--- src/common/bridge_pkg.sv ---
package bridge_pkg;

    // bus widths
    localparam int ADDR_W   = 32;
    localparam int DATA_W   = 32;
    localparam int STRB_W   = DATA_W / 8;  // one strobe per byte lane
    localparam int SIZE_W   = 2;           // cpu side size code
    localparam int AXSIZE_W = 3;           // axi side size code
    localparam int ID_W     = 4;           // only ever tied to zero

    // widths of the fixed axi fields
    localparam int LEN_W   = 8;
    localparam int BURST_W = 2;
    localparam int LOCK_W  = 2;
    localparam int CACHE_W = 4;
    localparam int PROT_W  = 3;
    localparam int RESP_W  = 2;

    localparam logic [BURST_W-1:0] BURST_INCR = 2'b01;

    typedef logic [ADDR_W-1:0]  addr_t;
    typedef logic [DATA_W-1:0]  word_t;
    typedef logic [STRB_W-1:0]  strb_t;
    typedef logic [SIZE_W-1:0]  size_t;

    // cpu size codes
    localparam size_t SIZE_BYTE = 2'd0;
    localparam size_t SIZE_HALF = 2'd1;
    localparam size_t SIZE_WORD = 2'd2;

    // one cpu request, as presented with req
    typedef struct packed {
        logic  wr;     // 1 = write
        size_t size;
        addr_t addr;
        word_t wdata;  // don't care on reads
    } sram_req_t;

    // ar / aw payload
    typedef struct packed {
        addr_t               addr;
        logic [AXSIZE_W-1:0] size;
    } axi_addr_t;

    // w payload
    typedef struct packed {
        word_t data;
        strb_t strb;
    } axi_w_t;

    // which cpu port started the transaction in flight
    typedef enum logic {
        OWNER_INST = 1'b0,
        OWNER_DATA = 1'b1
    } owner_t;

endpackage

--- src/logic/port_arbiter.sv ---
`timescale 1ns/1ps

module port_arbiter (
    input  logic                  clk,
    input  logic                  resetn,
    input  logic                  inst_req,
    input  logic                  data_req,
    input  bridge_pkg::sram_req_t inst_cmd,
    input  bridge_pkg::sram_req_t data_cmd,
    output logic                  inst_addr_ok,
    output logic                  data_addr_ok,
    output logic                  inst_data_ok,
    output logic                  data_data_ok,
    output bridge_pkg::word_t     inst_rdata,
    output bridge_pkg::word_t     data_rdata,
    output logic                  rd_start,
    output logic                  wr_start,
    output bridge_pkg::sram_req_t cmd,
    input  logic                  rd_done,
    input  logic                  wr_done,
    input  bridge_pkg::word_t     rd_data
);

    logic               busy;        // one transaction in flight
    bridge_pkg::owner_t owner;       // port that started it
    logic               inst_accept;
    logic               data_accept;
    logic               accept;
    logic               done;

    // data port has priority, inst backs off while data_req is up
    assign data_addr_ok = !busy;
    assign inst_addr_ok = !busy && !data_req;

    assign data_accept = data_req && data_addr_ok;
    assign inst_accept = inst_req && inst_addr_ok;
    assign accept      = data_accept || inst_accept;

    // winning request goes to both controllers
    assign cmd = data_req ? data_cmd : inst_cmd;

    assign rd_start = accept && !cmd.wr;  // split by direction
    assign wr_start = accept && cmd.wr;

    assign done = rd_done || wr_done;  // only one can be active

    always_ff @(posedge clk)
    begin
        if (!resetn)
        begin
            busy  <= 1'b0;
            owner <= bridge_pkg::OWNER_INST;
        end
        else if (accept)
        begin
            busy  <= 1'b1;
            owner <= data_accept ? bridge_pkg::OWNER_DATA : bridge_pkg::OWNER_INST;
        end
        else if (done)
        begin
            busy <= 1'b0;  // addr_ok back the cycle after data_ok
        end
    end

    // completion only to the owner
    assign inst_data_ok = busy && done && (owner == bridge_pkg::OWNER_INST);
    assign data_data_ok = busy && done && (owner == bridge_pkg::OWNER_DATA);

    // read data only during a read completion, zero otherwise
    assign inst_rdata = (inst_data_ok && rd_done) ? rd_data : '0;
    assign data_rdata = (data_data_ok && rd_done) ? rd_data : '0;

endmodule

--- src/axi_read/axi_read_ctrl.sv ---
`timescale 1ns/1ps

module axi_read_ctrl (
    input  logic                  clk,
    input  logic                  resetn,
    input  logic                  rd_start,
    input  bridge_pkg::sram_req_t cmd,
    output bridge_pkg::axi_addr_t ar,
    output logic                  arvalid,
    input  logic                  arready,
    input  bridge_pkg::word_t     rdata,
    input  logic                  rvalid,
    output logic                  rready,
    output logic                  rd_done,
    output bridge_pkg::word_t     rd_data
);

    typedef enum logic [1:0] {
        RD_IDLE,
        RD_ADDR,  // arvalid up, waiting for arready
        RD_DATA   // rready up, waiting for rvalid
    } rd_state_t;

    rd_state_t state;
    logic      ar_hs;
    logic      r_hs;

    assign ar_hs = arvalid && arready;
    assign r_hs  = rvalid && rready;

    always_ff @(posedge clk)
    begin
        if (!resetn)
        begin
            state <= RD_IDLE;
        end
        else
        begin
            case (state)
                RD_IDLE:
                    if (rd_start)
                        state <= RD_ADDR;
                RD_ADDR:
                    if (ar_hs)
                        state <= RD_DATA;
                RD_DATA:
                    if (r_hs)
                        state <= RD_IDLE;  // single beat, done
                default:
                    state <= RD_IDLE;
            endcase
        end
    end

    // address payload, held stable until the ar handshake
    always_ff @(posedge clk)
    begin
        if (rd_start)
        begin
            ar.addr <= cmd.addr;
            ar.size <= {1'b0, cmd.size};  // widen to axi size
        end
    end

    assign arvalid = (state == RD_ADDR);
    assign rready  = (state == RD_DATA);

    assign rd_done = r_hs;   // same cycle as the r handshake
    assign rd_data = rdata;  // arbiter qualifies with rd_done

endmodule

--- src/axi_write/axi_write_ctrl.sv ---
`timescale 1ns/1ps

module axi_write_ctrl (
    input  logic                  clk,
    input  logic                  resetn,
    input  logic                  wr_start,
    input  bridge_pkg::sram_req_t cmd,
    output bridge_pkg::axi_addr_t aw,
    output logic                  awvalid,
    input  logic                  awready,
    output bridge_pkg::axi_w_t    w,
    output logic                  wvalid,
    input  logic                  wready,
    input  logic                  bvalid,
    output logic                  bready,
    output logic                  wr_done
);

    logic active;   // write in flight
    logic aw_done;  // aw handshake seen
    logic w_done;   // w handshake seen
    logic aw_hs;
    logic w_hs;
    logic b_hs;

    // byte lanes touched by size at the given offset
    function automatic bridge_pkg::strb_t strb_for(
        input bridge_pkg::size_t size,
        input logic [1:0]        offset
    );
        bridge_pkg::strb_t strb;
        strb = '0;  // misaligned or unknown size writes nothing
        case (size)
            bridge_pkg::SIZE_BYTE:
                strb = bridge_pkg::strb_t'(1) << offset;
            bridge_pkg::SIZE_HALF:
            begin
                if (offset == 2'd0)
                    strb = 4'b0011;
                else if (offset == 2'd2)
                    strb = 4'b1100;
            end
            bridge_pkg::SIZE_WORD:
                if (offset == 2'd0)
                    strb = 4'b1111;
            default:
                strb = '0;
        endcase
        return strb;
    endfunction

    assign aw_hs = awvalid && awready;
    assign w_hs  = wvalid && wready;
    assign b_hs  = bvalid && bready;

    // aw and w may finish in either order, or together
    always_ff @(posedge clk)
    begin
        if (!resetn)
        begin
            active  <= 1'b0;
            aw_done <= 1'b0;
            w_done  <= 1'b0;
        end
        else if (wr_start)
        begin
            active  <= 1'b1;
            aw_done <= 1'b0;
            w_done  <= 1'b0;
        end
        else if (b_hs)
        begin
            active  <= 1'b0;  // response taken, back to idle
            aw_done <= 1'b0;
            w_done  <= 1'b0;
        end
        else
        begin
            if (aw_hs)
                aw_done <= 1'b1;
            if (w_hs)
                w_done <= 1'b1;
        end
    end

    // payloads captured once at accept, stable while valid is held
    always_ff @(posedge clk)
    begin
        if (wr_start)
        begin
            aw.addr <= cmd.addr;
            aw.size <= {1'b0, cmd.size};
            w.data  <= cmd.wdata;
            w.strb  <= strb_for(cmd.size, cmd.addr[1:0]);
        end
    end

    assign awvalid = active && !aw_done;
    assign wvalid  = active && !w_done;
    assign bready  = active && aw_done && w_done;  // after both handshakes

    assign wr_done = b_hs;

endmodule

--- src/logic/cpu_axi_bridge.sv ---
`timescale 1ns/1ps

module cpu_axi_bridge (
    input  logic                                  clk,
    input  logic                                  resetn,

    // instruction port
    input  logic                                  inst_req,
    input  bridge_pkg::sram_req_t                 inst_cmd,
    output logic                                  inst_addr_ok,
    output logic                                  inst_data_ok,
    output bridge_pkg::word_t                     inst_rdata,

    // data port
    input  logic                                  data_req,
    input  bridge_pkg::sram_req_t                 data_cmd,
    output logic                                  data_addr_ok,
    output logic                                  data_data_ok,
    output bridge_pkg::word_t                     data_rdata,

    // ar
    output logic [bridge_pkg::ID_W-1:0]           arid,
    output bridge_pkg::addr_t                     araddr,
    output logic [bridge_pkg::LEN_W-1:0]          arlen,
    output logic [bridge_pkg::AXSIZE_W-1:0]       arsize,
    output logic [bridge_pkg::BURST_W-1:0]        arburst,
    output logic [bridge_pkg::LOCK_W-1:0]         arlock,
    output logic [bridge_pkg::CACHE_W-1:0]        arcache,
    output logic [bridge_pkg::PROT_W-1:0]         arprot,
    output logic                                  arvalid,
    input  logic                                  arready,

    // r
    input  logic [bridge_pkg::ID_W-1:0]           rid,     // single outstanding, not needed
    input  bridge_pkg::word_t                     rdata,
    input  logic [bridge_pkg::RESP_W-1:0]         rresp,   // errors not reported
    input  logic                                  rlast,   // always one beat
    input  logic                                  rvalid,
    output logic                                  rready,

    // aw
    output logic [bridge_pkg::ID_W-1:0]           awid,
    output bridge_pkg::addr_t                     awaddr,
    output logic [bridge_pkg::LEN_W-1:0]          awlen,
    output logic [bridge_pkg::AXSIZE_W-1:0]       awsize,
    output logic [bridge_pkg::BURST_W-1:0]        awburst,
    output logic [bridge_pkg::LOCK_W-1:0]         awlock,
    output logic [bridge_pkg::CACHE_W-1:0]        awcache,
    output logic [bridge_pkg::PROT_W-1:0]         awprot,
    output logic                                  awvalid,
    input  logic                                  awready,

    // w
    output logic [bridge_pkg::ID_W-1:0]           wid,
    output bridge_pkg::word_t                     wdata,
    output bridge_pkg::strb_t                     wstrb,
    output logic                                  wlast,
    output logic                                  wvalid,
    input  logic                                  wready,

    // b
    input  logic [bridge_pkg::ID_W-1:0]           bid,
    input  logic [bridge_pkg::RESP_W-1:0]         bresp,
    input  logic                                  bvalid,
    output logic                                  bready
);

    bridge_pkg::sram_req_t cmd;  // accepted request
    bridge_pkg::axi_addr_t ar;
    bridge_pkg::axi_addr_t aw;
    bridge_pkg::axi_w_t    w;
    bridge_pkg::word_t     rd_data;
    logic                  rd_start;
    logic                  wr_start;
    logic                  rd_done;
    logic                  wr_done;

    port_arbiter i_port_arbiter (
        .clk          (clk),
        .resetn       (resetn),
        .inst_req     (inst_req),
        .data_req     (data_req),
        .inst_cmd     (inst_cmd),
        .data_cmd     (data_cmd),
        .inst_addr_ok (inst_addr_ok),
        .data_addr_ok (data_addr_ok),
        .inst_data_ok (inst_data_ok),
        .data_data_ok (data_data_ok),
        .inst_rdata   (inst_rdata),
        .data_rdata   (data_rdata),
        .rd_start     (rd_start),
        .wr_start     (wr_start),
        .cmd          (cmd),
        .rd_done      (rd_done),
        .wr_done      (wr_done),
        .rd_data      (rd_data)
    );

    axi_read_ctrl i_axi_read_ctrl (
        .clk      (clk),
        .resetn   (resetn),
        .rd_start (rd_start),
        .cmd      (cmd),
        .ar       (ar),
        .arvalid  (arvalid),
        .arready  (arready),
        .rdata    (rdata),
        .rvalid   (rvalid),
        .rready   (rready),
        .rd_done  (rd_done),
        .rd_data  (rd_data)
    );

    axi_write_ctrl i_axi_write_ctrl (
        .clk      (clk),
        .resetn   (resetn),
        .wr_start (wr_start),
        .cmd      (cmd),
        .aw       (aw),
        .awvalid  (awvalid),
        .awready  (awready),
        .w        (w),
        .wvalid   (wvalid),
        .wready   (wready),
        .bvalid   (bvalid),
        .bready   (bready),
        .wr_done  (wr_done)
    );

    // payload structs out onto the bus
    assign araddr = ar.addr;
    assign arsize = ar.size;
    assign awaddr = aw.addr;
    assign awsize = aw.size;
    assign wdata  = w.data;
    assign wstrb  = w.strb;

    // fixed fields, single beat incr, normal access, id 0
    assign arid    = '0;
    assign arlen   = '0;
    assign arburst = bridge_pkg::BURST_INCR;
    assign arlock  = '0;
    assign arcache = '0;
    assign arprot  = '0;
    assign awid    = '0;
    assign awlen   = '0;
    assign awburst = bridge_pkg::BURST_INCR;
    assign awlock  = '0;
    assign awcache = '0;
    assign awprot  = '0;
    assign wid     = '0;
    assign wlast   = 1'b1;  // every beat is the last

endmodule

--- config.mk ---
export PLATFORM = sky130hd
export DESIGN_NAME = cpu_axi_bridge
export DESIGN_NICKNAME = d
export VERILOG_FILES = /design/src/common/bridge_pkg.sv /design/src/logic/port_arbiter.sv /design/src/axi_read/axi_read_ctrl.sv /design/src/axi_write/axi_write_ctrl.sv /design/src/logic/cpu_axi_bridge.sv
export SDC_FILE = /design/constraint.sdc
export NUM_CORES = 1
export LEC_CHECK = 0
export BUFFER_PORTS_ARGS = -buffer_cell sky130_fd_sc_hd__buf_2
export CAP_MARGIN = 20
export CORE_AREA = 4 4 158 160
export CTS_CLUSTER_DIAMETER = 40
export CTS_CLUSTER_SIZE = 8
export DETAILED_ROUTE_END_ITERATION = 10
export DIE_AREA = 0 0 162 164
export MAX_ROUTING_LAYER = met4
export PLACE_DENSITY = 0.55
export RECOVER_POWER = 25
export SLEW_MARGIN = 15
export SYNTH_ARGS = -nofsm -noshare
export SYNTH_HDL_FRONTEND = slang
export SYNTH_SLANG_ARGS = --single-unit
--- constraint.sdc ---
create_clock -name clk -period 8.4 [get_ports clk]
set_clock_uncertainty 0.1 [all_clocks]
set_input_delay 1.26 -clock clk [delete_from_list [all_inputs] [get_ports clk]]
set_output_delay 1.26 -clock clk [all_outputs]
set_load 0.02 [all_outputs]
Yosys cells after proc, flatten, opt, wreduce, memory -nomap -nowiden

Index checks and enable logic that the tools add are counted.

Equality and inequality tests: 8
Shift operators: 1
Muxes and demuxes: 16
Bitwise gates (word level): 2
Reduce and logical (&&, ||, !) cells: 33

Operators with widths:

| cell                  | count |
|---|---|
| $mux W67              | 1 |
| $mux W32              | 2 |
| $logic_and A1 B1 Y1   | 19 |
| $mux W4               | 3 |
| $pmux W4 S3           | 1 |
| $eq A2 B2 Y1 const B  | 3 |
| $logic_not A2 Y1      | 3 |
| $mux W2               | 3 |
| $pmux W2 S3           | 1 |
| $logic_not A1 Y1      | 5 |
| $mux W1               | 5 |
| $eq A2 B1 Y1 const B  | 2 |
| $ne A2 B2 Y1 const B  | 2 |
| $reduce_bool A2 Y1    | 2 |
| $shl A1 B2 Y4 const A | 1 |
| $reduce_and A3 Y1     | 1 |
| $reduce_or A3 Y1      | 1 |
| $logic_or A1 B1 Y1    | 2 |
| $ne A2 B1 Y1 const B  | 1 |
| $not A1 Y1            | 2 |

Register bits: 111
Bits of input ports: 188
Output and inout port bits: 230
Word-level logic and storage cells: 72

Depth between registers and ports, before layout

Depth after elaboration: 8
Depth in mapped cells: 5
Gate-level depth less buffers: 4

Hierarchy

A second synthesis with hierarchy kept.

Cell total of the unflattened synthesis: 434
Area total of the unflattened synthesis: 5545.3 um^2

Modules (own cells, without submodules):

| module         | times used | cells each | area each (um^2) | sequential area each (um^2) |
|---|---|---|---|---|
| axi_write_ctrl | 1          | 98         | 2336.0           | 2162.1 |
| port_arbiter   | 1          | 204        | 1432.6           | 40.0 |
| axi_read_ctrl  | 1          | 79         | 1386.3           | 1061.0 |
| cpu_axi_bridge | 1          | 53         | 390.4            | 0.0 |

Worst setup path before layout

OpenSTA, ideal clock, no wires.

Kind: input-to-reg
From: input data_req
To: register, netlist name i_axi_write_ctrl.aw[0]
Setup time: 456 ps
Arrival: 3724 ps
Data required time: 7844 ps
Slack: 4120 ps
Stages on the path: 4
Path buffers: 2
Path through: buf_6 > buf_4 > nand2_1 > a21oi_2

Word-level cells in the longest chain between the ends: 5
Elaborated cells on any way between the ends: 7
Classes of those cells: mux: 1; reduce/logical: 6

Ends and longest elaborated chain:

| element                       | line                 | source |
|---|---|---|
| start, declared               | cpu_axi_bridge.sv:15 | `input logic data_req,` |
| $logic_not A1 Y1              | port_arbiter.sv:33   | `assign inst_addr_ok = !busy && !data_req;` |
| $logic_and A1 B1 Y1           | port_arbiter.sv:33   |  |
| $logic_and A1 B1 Y1           | port_arbiter.sv:36   | `assign inst_accept = inst_req && inst_addr_ok;` |
| $logic_or A1 B1 Y1            | port_arbiter.sv:37   | `assign accept = data_accept \|\| inst_accept;` |
| $logic_and A1 B1 Y1 (*)       | port_arbiter.sv:43   | `assign wr_start = accept && cmd.wr;` |
| via i_axi_write_ctrl.wr_start | axi_write_ctrl.sv:6  | `input logic wr_start,` |

The timed path passes the listed nets; every way through them passes the cells marked *.
A chain may end at the register's enable or synchronous reset.

Final worst setup path

From: input data_req
To: register, netlist name i_axi_write_ctrl.w[4]

Word-level cells in the longest chain between the ends: 5
Elaborated cells on any way between the ends: 7
Classes of those cells: mux: 1; reduce/logical: 6

Ends and longest elaborated chain:

| element                       | line |
|---|---|
| $logic_not A1 Y1              | port_arbiter.sv:33 |
| $logic_and A1 B1 Y1           | port_arbiter.sv:33 |
| $logic_and A1 B1 Y1           | port_arbiter.sv:36 |
| $logic_or A1 B1 Y1            | port_arbiter.sv:37 |
| $logic_and A1 B1 Y1 (*)       | port_arbiter.sv:43 |
| via i_axi_write_ctrl.wr_start | axi_write_ctrl.sv:6 |

Marks and branches as above.

==> summary.md <==
| Metric | Value |
|---|---|
| Outcome | complete, but fails checks |
| Failing checks | capacitance limit, slew limit |
| Relative slew slack | -0.06728 |
| Post-Syn Area | 0.005249 mm2 |
| Vias per inst | 3.735 |
| Post-CTS Resized | 0 |
| Most frequent cell after synthesis | edfxtp_1 |
| Placed insts | 1023 |
| Synth-to-Final Area Change | 41.26% |
| Hold_buf cts | 0 |
| WL per Instance | 14.51 um |
| Fin crit period | 4.288 ns |
| 1st-iter DRT viols | 144 |
| Ys async rst share | 0 |
| Crit. End Element | register |
| Via count | 3881 |
| WL final | 15080 um |
| Placed cell areas | 0.007156 mm2 |
| Residual DRC | 0 |
| Core area | 0.02340 mm2 |
| Worst R2R Start | i_port_arbiter.busy |
| Final Cell Area | 0.007415 mm2 |
| Synthesis-stage register bit count | 111 |
| Router iterations before antenna repair | 4 |
| Ports | 418 |
| Antenna cells | 0 |
| H-tree Lvls | 3 |
| Max clock buf depth | 2 |
| CP Launch Type | input port |
| Cells after Synth | 365 |
| Pwr Density | 179.5 mW/mm2 |
| Die area | 0.02657 mm2 |
| Required @ worst endpoint | 8.28 ns |
| Die height | 164 um |
| Vias in the first global route | 3840 |
| Tot Pwr | 1.331 mW |
| Total CTS buffers | 9 |
| Antenna violations before repair | 0 |
| Critical path class | in2reg |
| Final Hold Viols | 0 |
| Final #Nets | 903 |
| Congestion Overflow GR | 0 |
| Top FF cell, synth | edfxtp_1 |
| Sequential share of the synthesized area | 0.6217 |
| Root Buffer | clkbuf_16 |
| Most frequent cells after synthesis | edfxtp_1 (104), and2_1 (65), mux2_2 (62) |
| Util after Layout | 0.3168 |
| Hold path depth | 2 |
| Syn. warnings | 0 |
| Pre-CTS setup slack | 4.560 ns |
| Synth area leader | edfxtp_1 |
| FF-to-FF setup slack | 6.11 ns |
| VDD IR max | 0.0001086 V |
| Finished Layout Cells | 1039 |
| Rows | 56 |
| Leakage power | 3.303 nW |
| Synth top area share | 0.5950 |
| Slowest CP cell | clkbuf_1 |
| TritonCTS clock tree | done |
| CP endpoint | i_axi_write_ctrl.w[4] |
| MaxCap Viol Count | 1 |
| Final setup margin | 4.112 ns |
| Worst r2r dst | i_axi_write_ctrl.w[4] |
| Initial Util | 0.2243 |
| Fmax | 0.2332 GHz |
| Post-route ant nets | 0 |
| Worst-Margin Slew | 1.601 ns |
| Setup TNS | 0 ns |
| Worst-Skew Late Latency | 0.35 ns |
| R2r worst-path depth | 2 |
| Crit Path Max Fanout | 48 |
| Crit-path cells | clkbuf_1 -> nand2_1 -> a21oi_4 -> buf_4 |
| WHS | 0.4320 ns |
| Buffer count from post-CTS setup fixing | 0 |
| Worst Setup SP | data_req |
| GRT Total Usage | 0.1060 |
| Yosys cell types | 33 |
| EDFF count, synth | 104 |
| Crit path arrival time | 4.17 ns |
| Layout cells sized above 1 | 0.5042 |
| Final worst path period share | 0.5105 |
| Syn Area/Cell | 14.38 um2 |
| Largest net degree at the start of global routing | 49 |
| Post-DP HPWL | 11920 um |
| Pins Over Slew Limit | 29 |
| PortBufs | 351 |
| CTS sink cnt | 111 |
| Routability congestion estimate | 0.7259 |
| Unrepaired setup endpoints after global routing | false |
| Reg clk slew, reported paths | 0.08 ns |
| Ranking of synthesized cells by area | edfxtp_1 (59%), mux2_2 (13%), buf_4 (8.0%) |
| Die X | 162 um |
| Final setup vio count | 0 |
| HP Class | reg2reg |
| CP max stage delay | 1.13 ns |
| First-pass GRT wire length | 21080 um |
worst max-delay path: cells and delay by family:
family                 cells  cell delay, ns
AND/OR/NAND/NOR            1            0.24
AO/OA/AOI/OAI              1            0.81
buffers and inverters      2            1.81
placed cells by master (no fill, tap or decap), types with 2 or more instances in the layout:
cell type | Yosys | layout
edfxtp_1 | 104 | 104
nor3_1 | 2 | 2
dfxtp_1 | 7 | 7
buf_2 | 4 | 289
mux2_1 | 0 | 14
nand3b_1 | 2 | 2
nand2_1 | 4 | 4
bufinv_16 | 0 | 2
o21a_1 | 3 | 2
xnor2_1 | 2 | 2
buf_4 | 56 | 4
clkbuf_1 | 0 | 62
a21oi_1 | 7 | 7
conb_1 | 2 | 53
and2_1 | 65 | 65
mux2i_4 | 3 | 3
clkbuf_16 | 0 | 9
inv_1 | 7 | 7
nor2_1 | 6 | 6
mux2_2 | 62 | 48
inv_6 | 0 | 2
nand2b_1 | 2 | 2
nor2b_1 | 7 | 7
final cells by class:
class / instances / area [um2]
clock buffers: 9 / 225.2
clock inverters: 7 / 113.9
fillers: 2476 / 15990
inverters: 7 / 26.28
multi-input cells: 231 / 1678
flip-flops and latches: 111 / 3263
well taps: 319 / 399.1
repair buffers: 355 / 1709
cell families (layout without fill, tap and decap cells):
group | count (synthesis) | in the layout | synth area share
DFF | 111 | 111 | 0.6217
buffers and inverters | 74 | 378 | 0.09678
AOI/OAI and AO/OA | 17 | 17 | 0.02241
xor gates and xnor gates | 2 | 2 | 0.003338
and+or+nand+nor | 93 | 93 | 0.1066
muxes | 66 | 66 | 0.1478
other | 2 | 53 | 0.001431
state kept, by name, indices dropped and copies added, names as in the netlist:
register                  count
i_axi_write_ctrl.active       1
i_axi_read_ctrl.ar           34
i_axi_write_ctrl.w_done       1
i_axi_write_ctrl.aw_done      1
i_axi_read_ctrl.state         2
i_axi_write_ctrl.aw          34
i_port_arbiter.owner          1
i_port_arbiter.busy           1
i_axi_write_ctrl.w           36
routing by layer:
layer / track usage / part of all wire / up-vias
li1: - / - / 1879
met1: 0.1168 / 0.38 / 1752
met2: 0.1880 / 0.50 / 240
met3: 0.03237 / 0.10 / 10
met4: 0.02691 / 0.0088 / 0
met5: - / 0 / -
power breakdown:
part / internal, mW / switching (mW)
combinational: 0.0721 / 0.124
sequential: 0.643 / 0.00867
clock: 0.269 / 0.214
total: 0.984 / 0.346
how the worst min path moves through the flow:
stage                                   from                        to
floorplan           i_axi_read_ctrl.state[0]  i_axi_read_ctrl.state[0]
global placement    i_axi_read_ctrl.state[0]  i_axi_read_ctrl.state[0]
detailed placement  i_axi_read_ctrl.state[0]  i_axi_read_ctrl.state[0]
CTS                 i_axi_read_ctrl.state[0]  i_axi_read_ctrl.state[0]
global route        i_axi_read_ctrl.state[0]  i_axi_read_ctrl.state[0]
finish              i_axi_read_ctrl.state[0]  i_axi_read_ctrl.state[0]
No activity file was read; power rests on OpenSTA's default activity.
